**src/verilog/proc_pkg.sv**
```systemverilog
`default_nettype none

package proc_pkg;

    // Default datapath sizes, overridden through the top-level parameters
    localparam int DATA_W  = 16;
    localparam int ADDR_W  = 5;

    // Instruction word is fixed by the field layout below
    localparam int INSTR_W = 34;

    // Field positions inside the instruction word, given as the lowest bit
    localparam int OPC_W   = 3;
    localparam int OPC_LO  = 31;                // Bits 33..31
    localparam int RA1_LO  = 26;                // Bits 30..26
    localparam int RA2_LO  = 21;                // Bits 25..21
    localparam int WA_LO   = 16;                // Bits 20..16
    localparam int IMM_LO  = 0;                 // Bits 15..0

    // Only the low immediate bits set the shift distance
    localparam int SHIFT_W = 4;

    typedef enum logic [OPC_W-1:0] {
        op_write       = 3'b000,                // Immediate to wa
        op_read1       = 3'b001,                // Port 1 only
        op_read2       = 3'b010,                // Both ports
        op_read1_write = 3'b011,                // Port 1 plus immediate write
        op_read2_write = 3'b100,                // Both ports plus immediate write
        op_add         = 3'b101,
        op_sub         = 3'b110,
        op_shl         = 3'b111                 // Port 1 shifted by imm
    } opcode_t;

    // ALU opcodes take the longer execute path
    function automatic logic is_alu(input opcode_t op);
        logic alu;
        alu = (op == op_add) || (op == op_sub) || (op == op_shl);
        return alu;
    endfunction

    // Both read ports are used by these opcodes
    function automatic logic reads_both(input opcode_t op);
        logic both;
        both = (op == op_read2) || (op == op_read2_write) ||
               (op == op_add) || (op == op_sub);
        return both;
    endfunction

endpackage

`default_nettype wire

```
**src/verilog/proc_ifs.sv**
```systemverilog
`timescale 1ns/1ps
`default_nettype none

// Decoded instruction passed from the input side to the sequencer
interface decoded_if import proc_pkg::*; #(
    parameter int data_w = DATA_W,
    parameter int addr_w = ADDR_W
);
    opcode_t             opcode;
    logic [addr_w-1:0]   ra1;
    logic [addr_w-1:0]   ra2;
    logic [addr_w-1:0]   wa;
    logic [data_w-1:0]   imm;
    logic                valid;                 // One-cycle pulse per accepted instruction
    logic                retire;                // Control is finished, decoder may accept again

    modport decoder (
        output opcode, ra1, ra2, wa, imm, valid,
        input  retire
    );

    modport control (
        input  opcode, ra1, ra2, wa, imm, valid,
        output retire
    );
endinterface

// Two read ports and one write port into the register file
interface regfile_if import proc_pkg::*; #(
    parameter int data_w = DATA_W,
    parameter int addr_w = ADDR_W
);
    logic [addr_w-1:0]   ra1;
    logic [addr_w-1:0]   ra2;
    logic                re1;
    logic                re2;
    logic [addr_w-1:0]   wa;
    logic                we;
    logic [data_w-1:0]   wdata;
    logic [data_w-1:0]   rd1;                   // Valid the cycle after re1
    logic [data_w-1:0]   rd2;

    modport control (
        output ra1, ra2, re1, re2, wa, we, wdata,
        input  rd1, rd2
    );

    modport storage (
        input  ra1, ra2, re1, re2, wa, we, wdata,
        output rd1, rd2
    );
endinterface

`default_nettype wire

```
**src/verilog/instr_decoder.sv**
```systemverilog
`timescale 1ns/1ps
`default_nettype none

module instr_decoder import proc_pkg::*; #(
    parameter int data_w = DATA_W,
    parameter int addr_w = ADDR_W
) (
    input  logic               clk,
    input  logic               rst_n,
    input  logic [INSTR_W-1:0] instr,
    input  logic               instr_valid,
    output logic               busy,
    decoded_if.decoder         dec
);

    logic busy_q;
    logic accept;

    // Strobes that arrive while an instruction is in flight are dropped
    assign accept = instr_valid && !busy_q;
    assign busy   = busy_q;

    always_ff @(posedge clk or negedge rst_n) begin
        if (!rst_n) begin
            busy_q    <= 1'b0;
            dec.valid <= 1'b0;
        end else begin
            dec.valid <= accept;                 // Single pulse per instruction
            if (accept) begin
                busy_q <= 1'b1;
            end else if (dec.retire) begin
                busy_q <= 1'b0;                  // Free again the edge after retire
            end
        end
    end

    // Fields stay put while busy, so control may read them at any step
    always_ff @(posedge clk) begin
        if (accept) begin
            dec.opcode <= opcode_t'(instr[OPC_LO +: OPC_W]);
            dec.ra1    <= instr[RA1_LO +: addr_w];
            dec.ra2    <= instr[RA2_LO +: addr_w];
            dec.wa     <= instr[WA_LO +: addr_w];
            dec.imm    <= instr[IMM_LO +: data_w];
        end
    end

endmodule

`default_nettype wire

```
**src/verilog/register_file.sv**
```systemverilog
`timescale 1ns/1ps
`default_nettype none

module register_file import proc_pkg::*; #(
    parameter int data_w = DATA_W,
    parameter int addr_w = ADDR_W
) (
    input  logic       clk,
    input  logic       rst_n,
    regfile_if.storage rf
);

    localparam int depth = 2 ** addr_w;

    logic [data_w-1:0] mem [depth];

    // Reads sample the array before the write of the same edge lands,
    // so a read and a write to one address return the old word
    always_ff @(posedge clk or negedge rst_n) begin
        if (!rst_n) begin
            for (int i = 0; i < depth; i++) begin
                mem[i] <= '0;
            end
            rf.rd1 <= '0;
            rf.rd2 <= '0;
        end else begin
            if (rf.we) begin
                mem[rf.wa] <= rf.wdata;
            end
            if (rf.re1) begin
                rf.rd1 <= mem[rf.ra1];          // Holds when port is idle
            end
            if (rf.re2) begin
                rf.rd2 <= mem[rf.ra2];
            end
        end
    end

endmodule

`default_nettype wire

```
**src/verilog/exec_control.sv**
```systemverilog
`timescale 1ns/1ps
`default_nettype none

module exec_control import proc_pkg::*; #(
    parameter int data_w = DATA_W,
    parameter int addr_w = ADDR_W
) (
    input  logic              clk,
    input  logic              rst_n,
    decoded_if.control        dec,
    regfile_if.control        rf,
    output logic              capture,
    output logic              cap_rd1,
    output logic              cap_rd2,
    output logic              cap_alu,
    output logic [data_w-1:0] alu_res
);

    // access serves the plain read/write opcodes, execute and writeback the ALU ones
    typedef enum logic [1:0] {
        st_idle,
        st_access,
        st_execute,
        st_writeback
    } state_t;

    state_t            state;
    state_t            state_nxt;
    logic              issue;
    logic [data_w-1:0] alu_q;
    logic [data_w-1:0] alu_nxt;

    // Port accesses go out in the same cycle the decoder shows valid
    assign issue = (state == st_idle) && dec.valid;

    always_comb begin
        state_nxt = state;
        case (state)
            st_idle: begin
                if (dec.valid) begin
                    state_nxt = is_alu(dec.opcode) ? st_execute : st_access;
                end
            end
            st_access:    state_nxt = st_idle;
            st_execute:   state_nxt = st_writeback;     // Operands back, ALU registers
            st_writeback: state_nxt = st_idle;
            default:      state_nxt = st_idle;
        endcase
    end

    always_ff @(posedge clk or negedge rst_n) begin
        if (!rst_n) begin
            state <= st_idle;
        end else begin
            state <= state_nxt;
        end
    end

    // Addresses follow the held fields, only the enables are sequenced
    assign rf.ra1 = dec.ra1;
    assign rf.ra2 = dec.ra2;
    assign rf.wa  = dec.wa;

    always_comb begin
        rf.re1   = 1'b0;
        rf.re2   = 1'b0;
        rf.we    = 1'b0;
        rf.wdata = dec.imm;
        if (issue) begin
            rf.re1 = (dec.opcode != op_write);
            rf.re2 = reads_both(dec.opcode);
            rf.we  = (dec.opcode == op_write) || (dec.opcode == op_read1_write) ||
                     (dec.opcode == op_read2_write);   // Immediate write
        end
        if (state == st_writeback) begin
            rf.we    = 1'b1;
            rf.wdata = alu_q;                          // Result back to wa
        end
    end

    // Results wrap to data_w
    always_comb begin
        case (dec.opcode)
            op_add:  alu_nxt = rf.rd1 + rf.rd2;
            op_sub:  alu_nxt = rf.rd1 - rf.rd2;
            op_shl:  alu_nxt = rf.rd1 << dec.imm[SHIFT_W-1:0];
            default: alu_nxt = alu_q;
        endcase
    end

    always_ff @(posedge clk) begin
        if (state == st_execute) begin
            alu_q <= alu_nxt;
        end
    end

    assign alu_res = alu_q;

    // Output side loads on the last step of every opcode
    assign capture    = (state == st_access) || (state == st_writeback);
    assign dec.retire = capture;
    assign cap_alu    = (state == st_writeback);

    always_comb begin
        cap_rd1 = 1'b0;
        cap_rd2 = 1'b0;
        if (state == st_access) begin
            cap_rd1 = (dec.opcode != op_write);
            cap_rd2 = reads_both(dec.opcode);
        end
    end

endmodule

`default_nettype wire

```
**src/verilog/result_port.sv**
```systemverilog
`timescale 1ns/1ps
`default_nettype none

module result_port import proc_pkg::*; #(
    parameter int data_w = DATA_W
) (
    input  logic              clk,
    input  logic              rst_n,
    input  logic              capture,
    input  logic              cap_rd1,
    input  logic              cap_rd2,
    input  logic              cap_alu,
    input  logic [data_w-1:0] rd1,
    input  logic [data_w-1:0] rd2,
    input  logic [data_w-1:0] alu_in,
    output logic [data_w-1:0] out1,
    output logic [data_w-1:0] out2,
    output logic [data_w-1:0] alu_res,
    output logic              done
);

    // Outputs only move together with done, otherwise they hold
    always_ff @(posedge clk or negedge rst_n) begin
        if (!rst_n) begin
            out1    <= '0;
            out2    <= '0;
            alu_res <= '0;
            done    <= 1'b0;
        end else begin
            done <= capture;                    // One-cycle pulse
            if (capture && cap_rd1) begin
                out1 <= rd1;
            end
            if (capture && cap_rd2) begin
                out2 <= rd2;
            end
            if (capture && cap_alu) begin
                alu_res <= alu_in;
            end
        end
    end

endmodule

`default_nettype wire

```
**src/verilog/proc_top.sv**
```systemverilog
`timescale 1ns/1ps
`default_nettype none

module proc_top import proc_pkg::*; #(
    parameter int data_w = DATA_W,
    parameter int addr_w = ADDR_W
) (
    input  logic               clk,
    input  logic               rst_n,
    input  logic [INSTR_W-1:0] instr,
    input  logic               instr_valid,
    output logic               busy,
    output logic               done,
    output logic [data_w-1:0]  out1,
    output logic [data_w-1:0]  out2,
    output logic [data_w-1:0]  alu_res
);

    decoded_if #(.data_w(data_w), .addr_w(addr_w)) dec_bus ();
    regfile_if #(.data_w(data_w), .addr_w(addr_w)) rf_bus ();

    logic              capture;
    logic              cap_rd1;
    logic              cap_rd2;
    logic              cap_alu;
    logic [data_w-1:0] alu_value;               // Registered ALU result inside control

    instr_decoder #(.data_w(data_w), .addr_w(addr_w)) i_decoder (
        .clk         (clk),
        .rst_n       (rst_n),
        .instr       (instr),
        .instr_valid (instr_valid),
        .busy        (busy),
        .dec         (dec_bus.decoder)
    );

    exec_control #(.data_w(data_w), .addr_w(addr_w)) i_control (
        .clk     (clk),
        .rst_n   (rst_n),
        .dec     (dec_bus.control),
        .rf      (rf_bus.control),
        .capture (capture),
        .cap_rd1 (cap_rd1),
        .cap_rd2 (cap_rd2),
        .cap_alu (cap_alu),
        .alu_res (alu_value)
    );

    register_file #(.data_w(data_w), .addr_w(addr_w)) i_regfile (
        .clk   (clk),
        .rst_n (rst_n),
        .rf    (rf_bus.storage)
    );

    result_port #(.data_w(data_w)) i_result (
        .clk     (clk),
        .rst_n   (rst_n),
        .capture (capture),
        .cap_rd1 (cap_rd1),
        .cap_rd2 (cap_rd2),
        .cap_alu (cap_alu),
        .rd1     (rf_bus.rd1),
        .rd2     (rf_bus.rd2),
        .alu_in  (alu_value),
        .out1    (out1),
        .out2    (out2),
        .alu_res (alu_res),
        .done    (done)
    );

endmodule

`default_nettype wire

```
**config.mk**
```make
export PLATFORM = sky130hd
export DESIGN_NAME = proc_top
export DESIGN_NICKNAME = d
export VERILOG_FILES = /design/src/verilog/proc_pkg.sv /design/src/verilog/proc_ifs.sv /design/src/verilog/instr_decoder.sv /design/src/verilog/register_file.sv /design/src/verilog/exec_control.sv /design/src/verilog/result_port.sv /design/src/verilog/proc_top.sv
export SDC_FILE = /design/constraint.sdc
export NUM_CORES = 1
export LEC_CHECK = 0
export ABC_CLOCK_PERIOD_IN_PS = 6600
export BUFFER_PORTS_ARGS = -buffer_cell sky130_fd_sc_hd__buf_2
export CORE_ASPECT_RATIO = 1.4
export CORE_MARGIN = 1.5
export CORE_UTILIZATION = 45
export CTS_CLUSTER_SIZE = 8
export DETAILED_ROUTE_END_ITERATION = 8
export PLACE_DENSITY = 0.68
export SYNTH_ARGS = -nofsm -noshare
export SYNTH_HDL_FRONTEND = slang
export SYNTH_SLANG_ARGS = --single-unit
```
**constraint.sdc**
```tcl
create_clock -name clk -period 6.6 [get_ports clk]
set_input_delay 0.99 -clock clk [delete_from_list [all_inputs] [get_ports clk]]
set_output_delay 0.99 -clock clk [all_outputs]
set_load 0.1 [all_outputs]
```
==> metrics.cfg, run 1 <==
[clocking]
clk_pin_slew_ns=0.05
numCtsBuffers=90
clock-root-buffer=clkbuf_16
cts_setup_buffers=0
cts-resized-gates=0
cts_tree=yes
worstSkewPairLatency_ns=0.65
cts_sinks=647
hold_buffers=0
cts_buffer_depth=3
htreeDepth=3

[timing]
fin_crit_ns=3.45
grt_setup_unrepaired=false
slew_viol_final=0
finalSetupViolations=0
holdWs_ns=0.453
setup_tns_ns=0
worst_slew_pin_slew_ns=1.35
fmax_mhz=290
finClkSkew_ns=0.0346
fin_crit_sh_pct=52.3
final_hold_viol_count=0
maxSlewHeadroom_pct=9.71

[finish]
multi_input_area_mm2=0.0152
syn_to_final_growth_pct=11.2
seq_area_mm2=0.0164
layout.nets=2755
instances_no_fill=3665
n_fill_cell=5966
num_antenna_cells=0
postLayoutCellArea_mm2=0.0362
drive_gt1_share_pct=24.4

[worst_setup_path]
startpoint=i_decoder.dec.opcode[1]
cp.required_ns=7.00
cp-endpoint=i_control.alu_res[14]
crit_path_start_kind=flop
critical_path_class=reg2reg
cp_cell_sequence=nand2_1 > nor2_1 > a21oi_1 > xnor2_1 > ha_1 > a21oi_1 > o21ai_0 > a211oi_1 > o21ai_0 > xor2_1 > a21o_1
r2r_setup_slack_ns=3.15
timing.rr.end=i_control.alu_res[14]
r2r_cells=11
r2r-start=i_decoder.dec.opcode[1]
worstPathArrival_ns=3.85
slowest_stage=nor2_1
critPathCaptureType=flop
critPathMaxStageDelay_ns=0.49
crit_fanout=9

[synth]
synth_cells=2716
synth_warnings=0
ys_async_sr_fraction_pct=92.3
synth_area_per_cell_um2=12.0
synth_area_mm2=0.0326
synth-edff-count=50
ys.flop_type=dfrtp_1
ys_types=55
syn-num-nets=2770
seq_area_frac_synth_pct=50.5
ys_ff_latch=647

[place]
port-buffer-count=86
dp_hpwl_um=58400
gp_congestion=0.896
place_inst=3553
placed_cell_area_mm2=0.0338

[job]
cap_violations=0

[power]
total_leakage_power_nw=15.4
max-vdd-ir-drop_v=0.000320
powerDensity_mw_per_mm2=496
finalPower_mw=18.0

[floorplan]
ios=87
start_util_pct=45.5
dieHeight_um=321
dieArea_mm2=0.0740
die_w_um=230
core_mm2=0.0716
fp-row-count=116

[global_route]
grt_max_degree=202
antenna_found_initial=0
grt_pass1_wl_um=144000
grtUsageTotal_pct=26.0
grt_pass1_vias=23900
grt.overflow.total=0

[drt]
wl_met1_um=34100
drt_iter0_drc=2149
wl_per_cell_um=25.5
wl_met3_um=7220
top_layer_used=met4
drt_wl_total_um=93500
ant_nets=0
drc=0
viasPerCell=6.18
first_pass_iters=5
vias=22600
route.met2.wl_um=46900

[run_status]
status=complete, no violations

[min_path]
worstHoldPathType=in2async

-- report_power, final --
part / internal, mW / leakage (nW) / switching [mW]
Sequential: 5.36 / 8.48 / 1.08
Combinational: 3.04 / 5.73 / 4.34
Clock: 2.47 / 1.18 / 1.67
Total: 10.9 / 15.4 / 7.09
-- synthesized netlist by cell type (all sizes together) (2+ instances only) --
cell type | number | share of area, %
a41oi | 2 | 0.054
o22ai | 5 | 0.096
and2 | 4 | 0.077
nor4 | 2 | 0.085
or3 | 2 | 0.038
nand3 | 9 | 0.14
xnor2 | 17 | 0.46
nand2 | 308 | 3.6
buf | 107 | 1.6
or4 | 2 | 0.058
mux4 | 322 | 22
a21o | 4 | 0.092
a21oi | 305 | 4.7
nor2b | 10 | 0.19
ha | 16 | 0.61
nand2b | 5 | 0.096
and3 | 3 | 0.058
o21bai | 3 | 0.069
inv | 12 | 0.14
dfrtp | 597 | 46
edfxtp | 50 | 4.6
nor3b | 4 | 0.11
mux2 | 50 | 1.7
o31ai | 2 | 0.046
nor3 | 11 | 0.17
mux2i | 69 | 2.1
nand4b | 3 | 0.081
a211o | 2 | 0.054
clkbuf | 147 | 1.7
and3b | 2 | 0.054
o21ai | 296 | 4.5
xor2 | 10 | 0.27
nor2 | 309 | 3.6
nand3b | 6 | 0.14
a211oi | 7 | 0.16
a22o | 2 | 0.054
o211ai | 2 | 0.046
-- worst min-delay path by stage --
stage | startpoint | end | slack, ns | depth (start not counted)
final | rst_n | i_regfile.mem[454] | 0.45 | 1
after floorplan | i_regfile.mem[208] | i_regfile.mem[208] | 0.46 | 2
after CTS | instr[23] | i_decoder.dec.ra2[2] | 0.49 | 1
after global routing | instr[30] | i_decoder.dec.ra1[4] | 0.51 | 1
after global placement | i_result.out2[1] | i_result.out2[1] | 0.47 | 2
after detailed placement | i_result.out2[1] | i_result.out2[1] | 0.48 | 2
-- through the flow --
stage | utilization (%) | setup slack, ns
after global routing | 50.6 | 2.80
final | 50.6 | 3.15
after detailed placement | 47.2 | 3.13
after CTS | 50.6 | 3.13
after floorplan | - | 3.52
after global placement | 47.2 | 3.16
-- metal layers --
| metal | vias to the layer above | GRT usage, % |
|---|---|---|
| met1 | 11500 | 31.2 |
| met5 | - | 0 |
| met2 | 972 | 43.8 |
| met3 | 265 | 5.43 |
| li1 | 9857 | - |
| met4 | 0 | 14.7 |
-- layout make-up --
type,count,area share (%)
clock inverter,4,0.190
multi-input combinational,1803,41.8
tap,944,3.26
sequential,647,45.4
clock buffer,108,6.52
timing repair buffer,147,2.69
inverter,12,0.124
-- placed cells by master, fill, tap and decap left out, types with 3 or more instances in the layout --
cell	instances
mux2i_1	53
nand3b_1	6
and2_1	4
nor3_1	9
a21oi_1	305
a211oi_1	7
clkbuf_16	92
edfxtp_1	50
buf_12	6
clkinv_8	3
mux4_2	322
nor2b_2	5
nand2_2	8
mux2i_2	15
xor2_1	10
nor2b_1	4
nor2_1	297
buf_2	85
nor3b_1	3
mux2_2	50
nand3_1	9
nand2_1	300
o21bai_1	3
clkbuf_1	16
nand2b_1	4
a21o_1	4
o22ai_1	5
o21ai_1	17
o21ai_0	279
nand4b_1	3
nor2_2	12
ha_1	16
dfrtp_1	597
xnor2_1	17
and3_1	3
inv_1	12
buf_4	55
-- kinds of logic (layout without fill, tap and decap cells) --
family	count (synthesis)	in the layout	share of synthesized area [%]
XOR/XNOR	27	27	0.726
AND/OR/NAND/NOR	681	681	8.43
flip-flops	647	647	50.5
multiplexers	441	441	26.1
AO/OA/AOI/OAI	637	637	10.1
adder cells (fa/ha/maj)	17	17	0.676
buffers and inverters	266	271	3.44
-- registers in the layout (all words and copies together), names as in the netlist --
signal	flops
i_decoder.dec.ra2	5
i_regfile.rf.rd1	16
i_decoder.dec.imm	16
i_decoder.dec.opcode	3
i_result.done	1
i_regfile.rf.rd2	16
i_regfile.mem	512
i_result.out2	16
i_decoder.busy	1
i_control.alu_res	16
i_result.alu_res	16
i_result.out1	16
i_decoder.dec.valid	1
i_decoder.dec.ra1	5
i_control.state	2
i_decoder.dec.wa	5
-- worst max-delay path: cells and delay by family, from the launching register on --
kind,cells,cell delay (ns)
flops,1,0.48
fa+ha+maj,1,0.35
compound gates,6,1.47
xor+xnor,2,0.33
simple gates,2,0.59
(Power assumes the default switching activity.)
==> run 2, diff against run 1 <==
ABC_AREA = 1   (was not set)
ABC_CLOCK_PERIOD_IN_PS = 3000   (was 6600)
PLACE_DENSITY = 0.7   (was 0.68)
clock period = 3 ns   (was 6.6 ns; I/O delays follow)
==> metrics.cfg, run 2 <==
[worst_setup_path]
critPathMaxStageDelay_ns=0.40  ; -0.09 ns
crit_path_start_kind=flop
cp_cell_sequence=inv_2 > ha_2 > nand3_1 > nor2_2 > nand3_2 > nor2_4 > nand2_1 > nand2_1 > nand2_1 > nand2_1 > inv_1 > ha_4 > buf_4 > nand4_1 > nor3_1 > nand2_1 > nand2_1 > nand2_1 > nand3_1 > nand2_1
cp_common_cell=nand2_1
crit_fanout=4  ; -5
worstPathArrival_ns=3.19  ; -0.66 ns
critical_path_class=reg2reg
critPathCaptureType=flop
slowest_stage=dfrtp_1
cp.required_ns=3.42  ; -3.58 ns

[synth]
synth_area_mm2=0.0356  ; +9.4%
ys_async_sr_fraction_pct=92.3  ; unchanged
synth_warnings=0  ; unchanged
synth_top_area_share_pct=41.9  ; -4.0 points
yosys.area.top_type=dfrtp_1
synthTopCellsByArea=dfrtp_1 42%, nand2_1 22%, nand3_1 13%
synth_area_per_cell_um2=7.21  ; -40%
synth_cells=4943  ; +82%
syn-num-nets=4997  ; +80%
ys_types=41  ; -25%
seq_area_frac_synth_pct=46.1  ; -4.3 points
yosysMostFrequentCell=nand2_1
netlist_top_cells_count=2,135 x nand2_1, 911 x nand3_1, 597 x dfrtp_1
synth-edff-count=50  ; unchanged
ys_ff_latch=647  ; unchanged
ys.flop_type=dfrtp_1

[timing]
fin_ws_ns=0.229  ; -2.92 ns
fin_crit_ns=2.77  ; -0.680 ns
setup_tns_ns=0  ; unchanged
finClkSkew_ns=0.0248  ; -0.00979 ns
holdWs_ns=0.0275  ; -0.426 ns
worst_slew_pin_slew_ns=1.04  ; -0.313 ns
slew_viol_final=0  ; unchanged
finalSetupViolations=0  ; unchanged
final_hold_viol_count=0  ; unchanged
fin_crit_sh_pct=92.4  ; +40 points
maxSlewHeadroom_pct=30.6  ; +21 points
grt_setup_unrepaired=true
fmax_mhz=361  ; +25%

[place]
pre_cts_slack_ns=0.0663  ; -3.06 ns
dp_hpwl_um=75800  ; +30%
port-buffer-count=86  ; unchanged
place_inst=5788  ; +63%
gp_congestion=0.978  ; +9.1%

[floorplan]
dieHeight_um=336  ; +4.6%
die_w_um=241  ; +4.5%
ios=87  ; unchanged
core_mm2=0.0781  ; +9.2%
dieArea_mm2=0.0809  ; +9.3%
fp-row-count=121  ; +4.3%
start_util_pct=45.6  ; +0.10 points

[power]
finalPower_mw=18.4  ; +2.5%
max-vdd-ir-drop_v=0.000392  ; +23%
powerDensity_mw_per_mm2=468  ; -5.6%
total_leakage_power_nw=18.0  ; +17%

[clocking]
clk_pin_slew_ns=0.05  ; about the same
cts_setup_buffers=0  ; unchanged
worstSkewPairLatency_ns=0.66  ; about the same
htreeDepth=3  ; unchanged
cts_tree=yes
numCtsBuffers=90  ; unchanged
clock-root-buffer=clkbuf_16
cts_sinks=647  ; unchanged
cts_buffer_depth=3  ; unchanged

[global_route]
grt.overflow.total=0  ; unchanged
grtUsageTotal_pct=31.0  ; +5.0 points
grt_pass1_wl_um=191000  ; +32%
grt_max_degree=156  ; -23%
grt_pass1_vias=32200  ; +35%
antenna_found_initial=0  ; unchanged

[drt]
first_pass_iters=6  ; +1
drt_iter0_drc=3484  ; +62%
drt_wl_total_um=125000  ; +33%
vias=34000  ; +50%
viasPerCell=5.72  ; -7.4%
ant_nets=0  ; unchanged
wl_per_cell_um=21.0  ; -18%
drc=0  ; unchanged

[finish]
mostFrequentLayoutCell=nand2_1
drive_gt1_share_pct=7.42  ; -17 points
layout.nets=4921  ; +79%
syn_to_final_growth_pct=10.4
instances_no_fill=5938  ; +62%
final_cell_mix=2,134 x nand2_1, 909 x nand3_1, 597 x dfrtp_1
largest_register=i_regfile.mem
largest_reg_flops=512  ; unchanged
num_antenna_cells=0  ; unchanged

[job]
cap_violations=0  ; unchanged

[run_status]
status=complete, no violations

[min_path]
worstHoldPathType=in2reg

==> run 2: cell count changes in the layout (fill, tap and decap cells not counted), moves of 45 or more <==
cell / change
a21oi_1: -283
nand3_1: +900
mux4_2: -322
nand2_1: +1834
mux2_2: -45
o21ai_1: +269
nor2_1: -248
mux2i_1: -52
inv_1: +93
==> run 2: kinds of logic (layout without fill, tap and decap cells) <==
kind of cell,Yosys count,in the layout,synth area share [%]
and+or+nand+nor,3141,3141,36.9
DFF,647,647,46.1
AOI/OAI and AO/OA,615,615,8.85
buffers and inverters,506,456,7.04
adders and majority gates,17,17,0.618
xor gates and xnor gates,11,11,0.270
muxes,6,6,0.186
==> run 2: path summary, 6_finish.rpt <==
path / slack [ns] / start / to / depth (start not counted)
setup / recovery: 0.23 / i_regfile.rf.rd2[1] / i_control.alu_res[14] / 20
hold / removal: 0.03 / instr[26] / i_decoder.dec.ra1[0] / 1
setup reg to reg: 0.23 / i_regfile.rf.rd2[1] / i_control.alu_res[14] / 20
hold reg to reg: 0.44 / i_control.state[0] / i_result.done / 0
max in group asynchronous: 1.59 / rst_n / i_regfile.mem[222] / 3
min in group asynchronous: 0.34 / rst_n / i_regfile.mem[258] / 2
==> run 2: metal layers <==
layer | global-route usage [%] | vias to the layer above | share of wire (%)
met5 | 0 | - | 0
met4 | 25.2 | 0 | 8.9
met3 | 4.97 | 446 | 7.7
met2 | 49.9 | 1575 | 46
met1 | 36.5 | 16000 | 37
li1 | - | 16000 | -
==> run 2: power by group <==
| group | switching [mW] | internal [mW] | leakage, nW |
|---|---|---|---|
| clock | 3.81 | 5.52 | 1.20 |
| sequential | 0 | 8.83 | 8.76 |
| combinational | 0.182 | 0.0693 | 8.07 |
| total | 3.99 | 14.4 | 18.0 |
==> run 2: area by class of cell <==
class                           count  area (um^2)
Timing Repair Buffer              221         1910
Sequential cell                   647        16400
Clock inverter                      4         57.6
Fill cell                        7665        38800
Multi-Input combinational cell   3790        16800
Tap cell                         1045         1310
Inverter                          117          462
Clock buffer                      114         2410
==> run 2: what timing repair did <==
item | 4_1_cts | 5_1_grt
endpoints found under the setup margin | 0 | 3
gates resized for setup | 0 | 17
hold buffers | 32 | 0
hold endpoints to repair | 69 | 0
==> run 2: through the flow <==
step	utilization, %	area (um^2)
after floorplan	-	35600
after global placement	46.7	36500
after detailed placement	46.7	36500
after CTS	50.3	39300
after global routing	50.4	39300
final	50.4	39300
==> run 2: critical path, delay by kind of cell, from the launching register on <==
| family | cells | cell delay [ns] |
|---|---|---|
| flops | 1 | 0.40 |
| simple gates | 15 | 1.43 |
| fa+ha+maj | 2 | 0.45 |
| buf+inv | 3 | 0.26 |
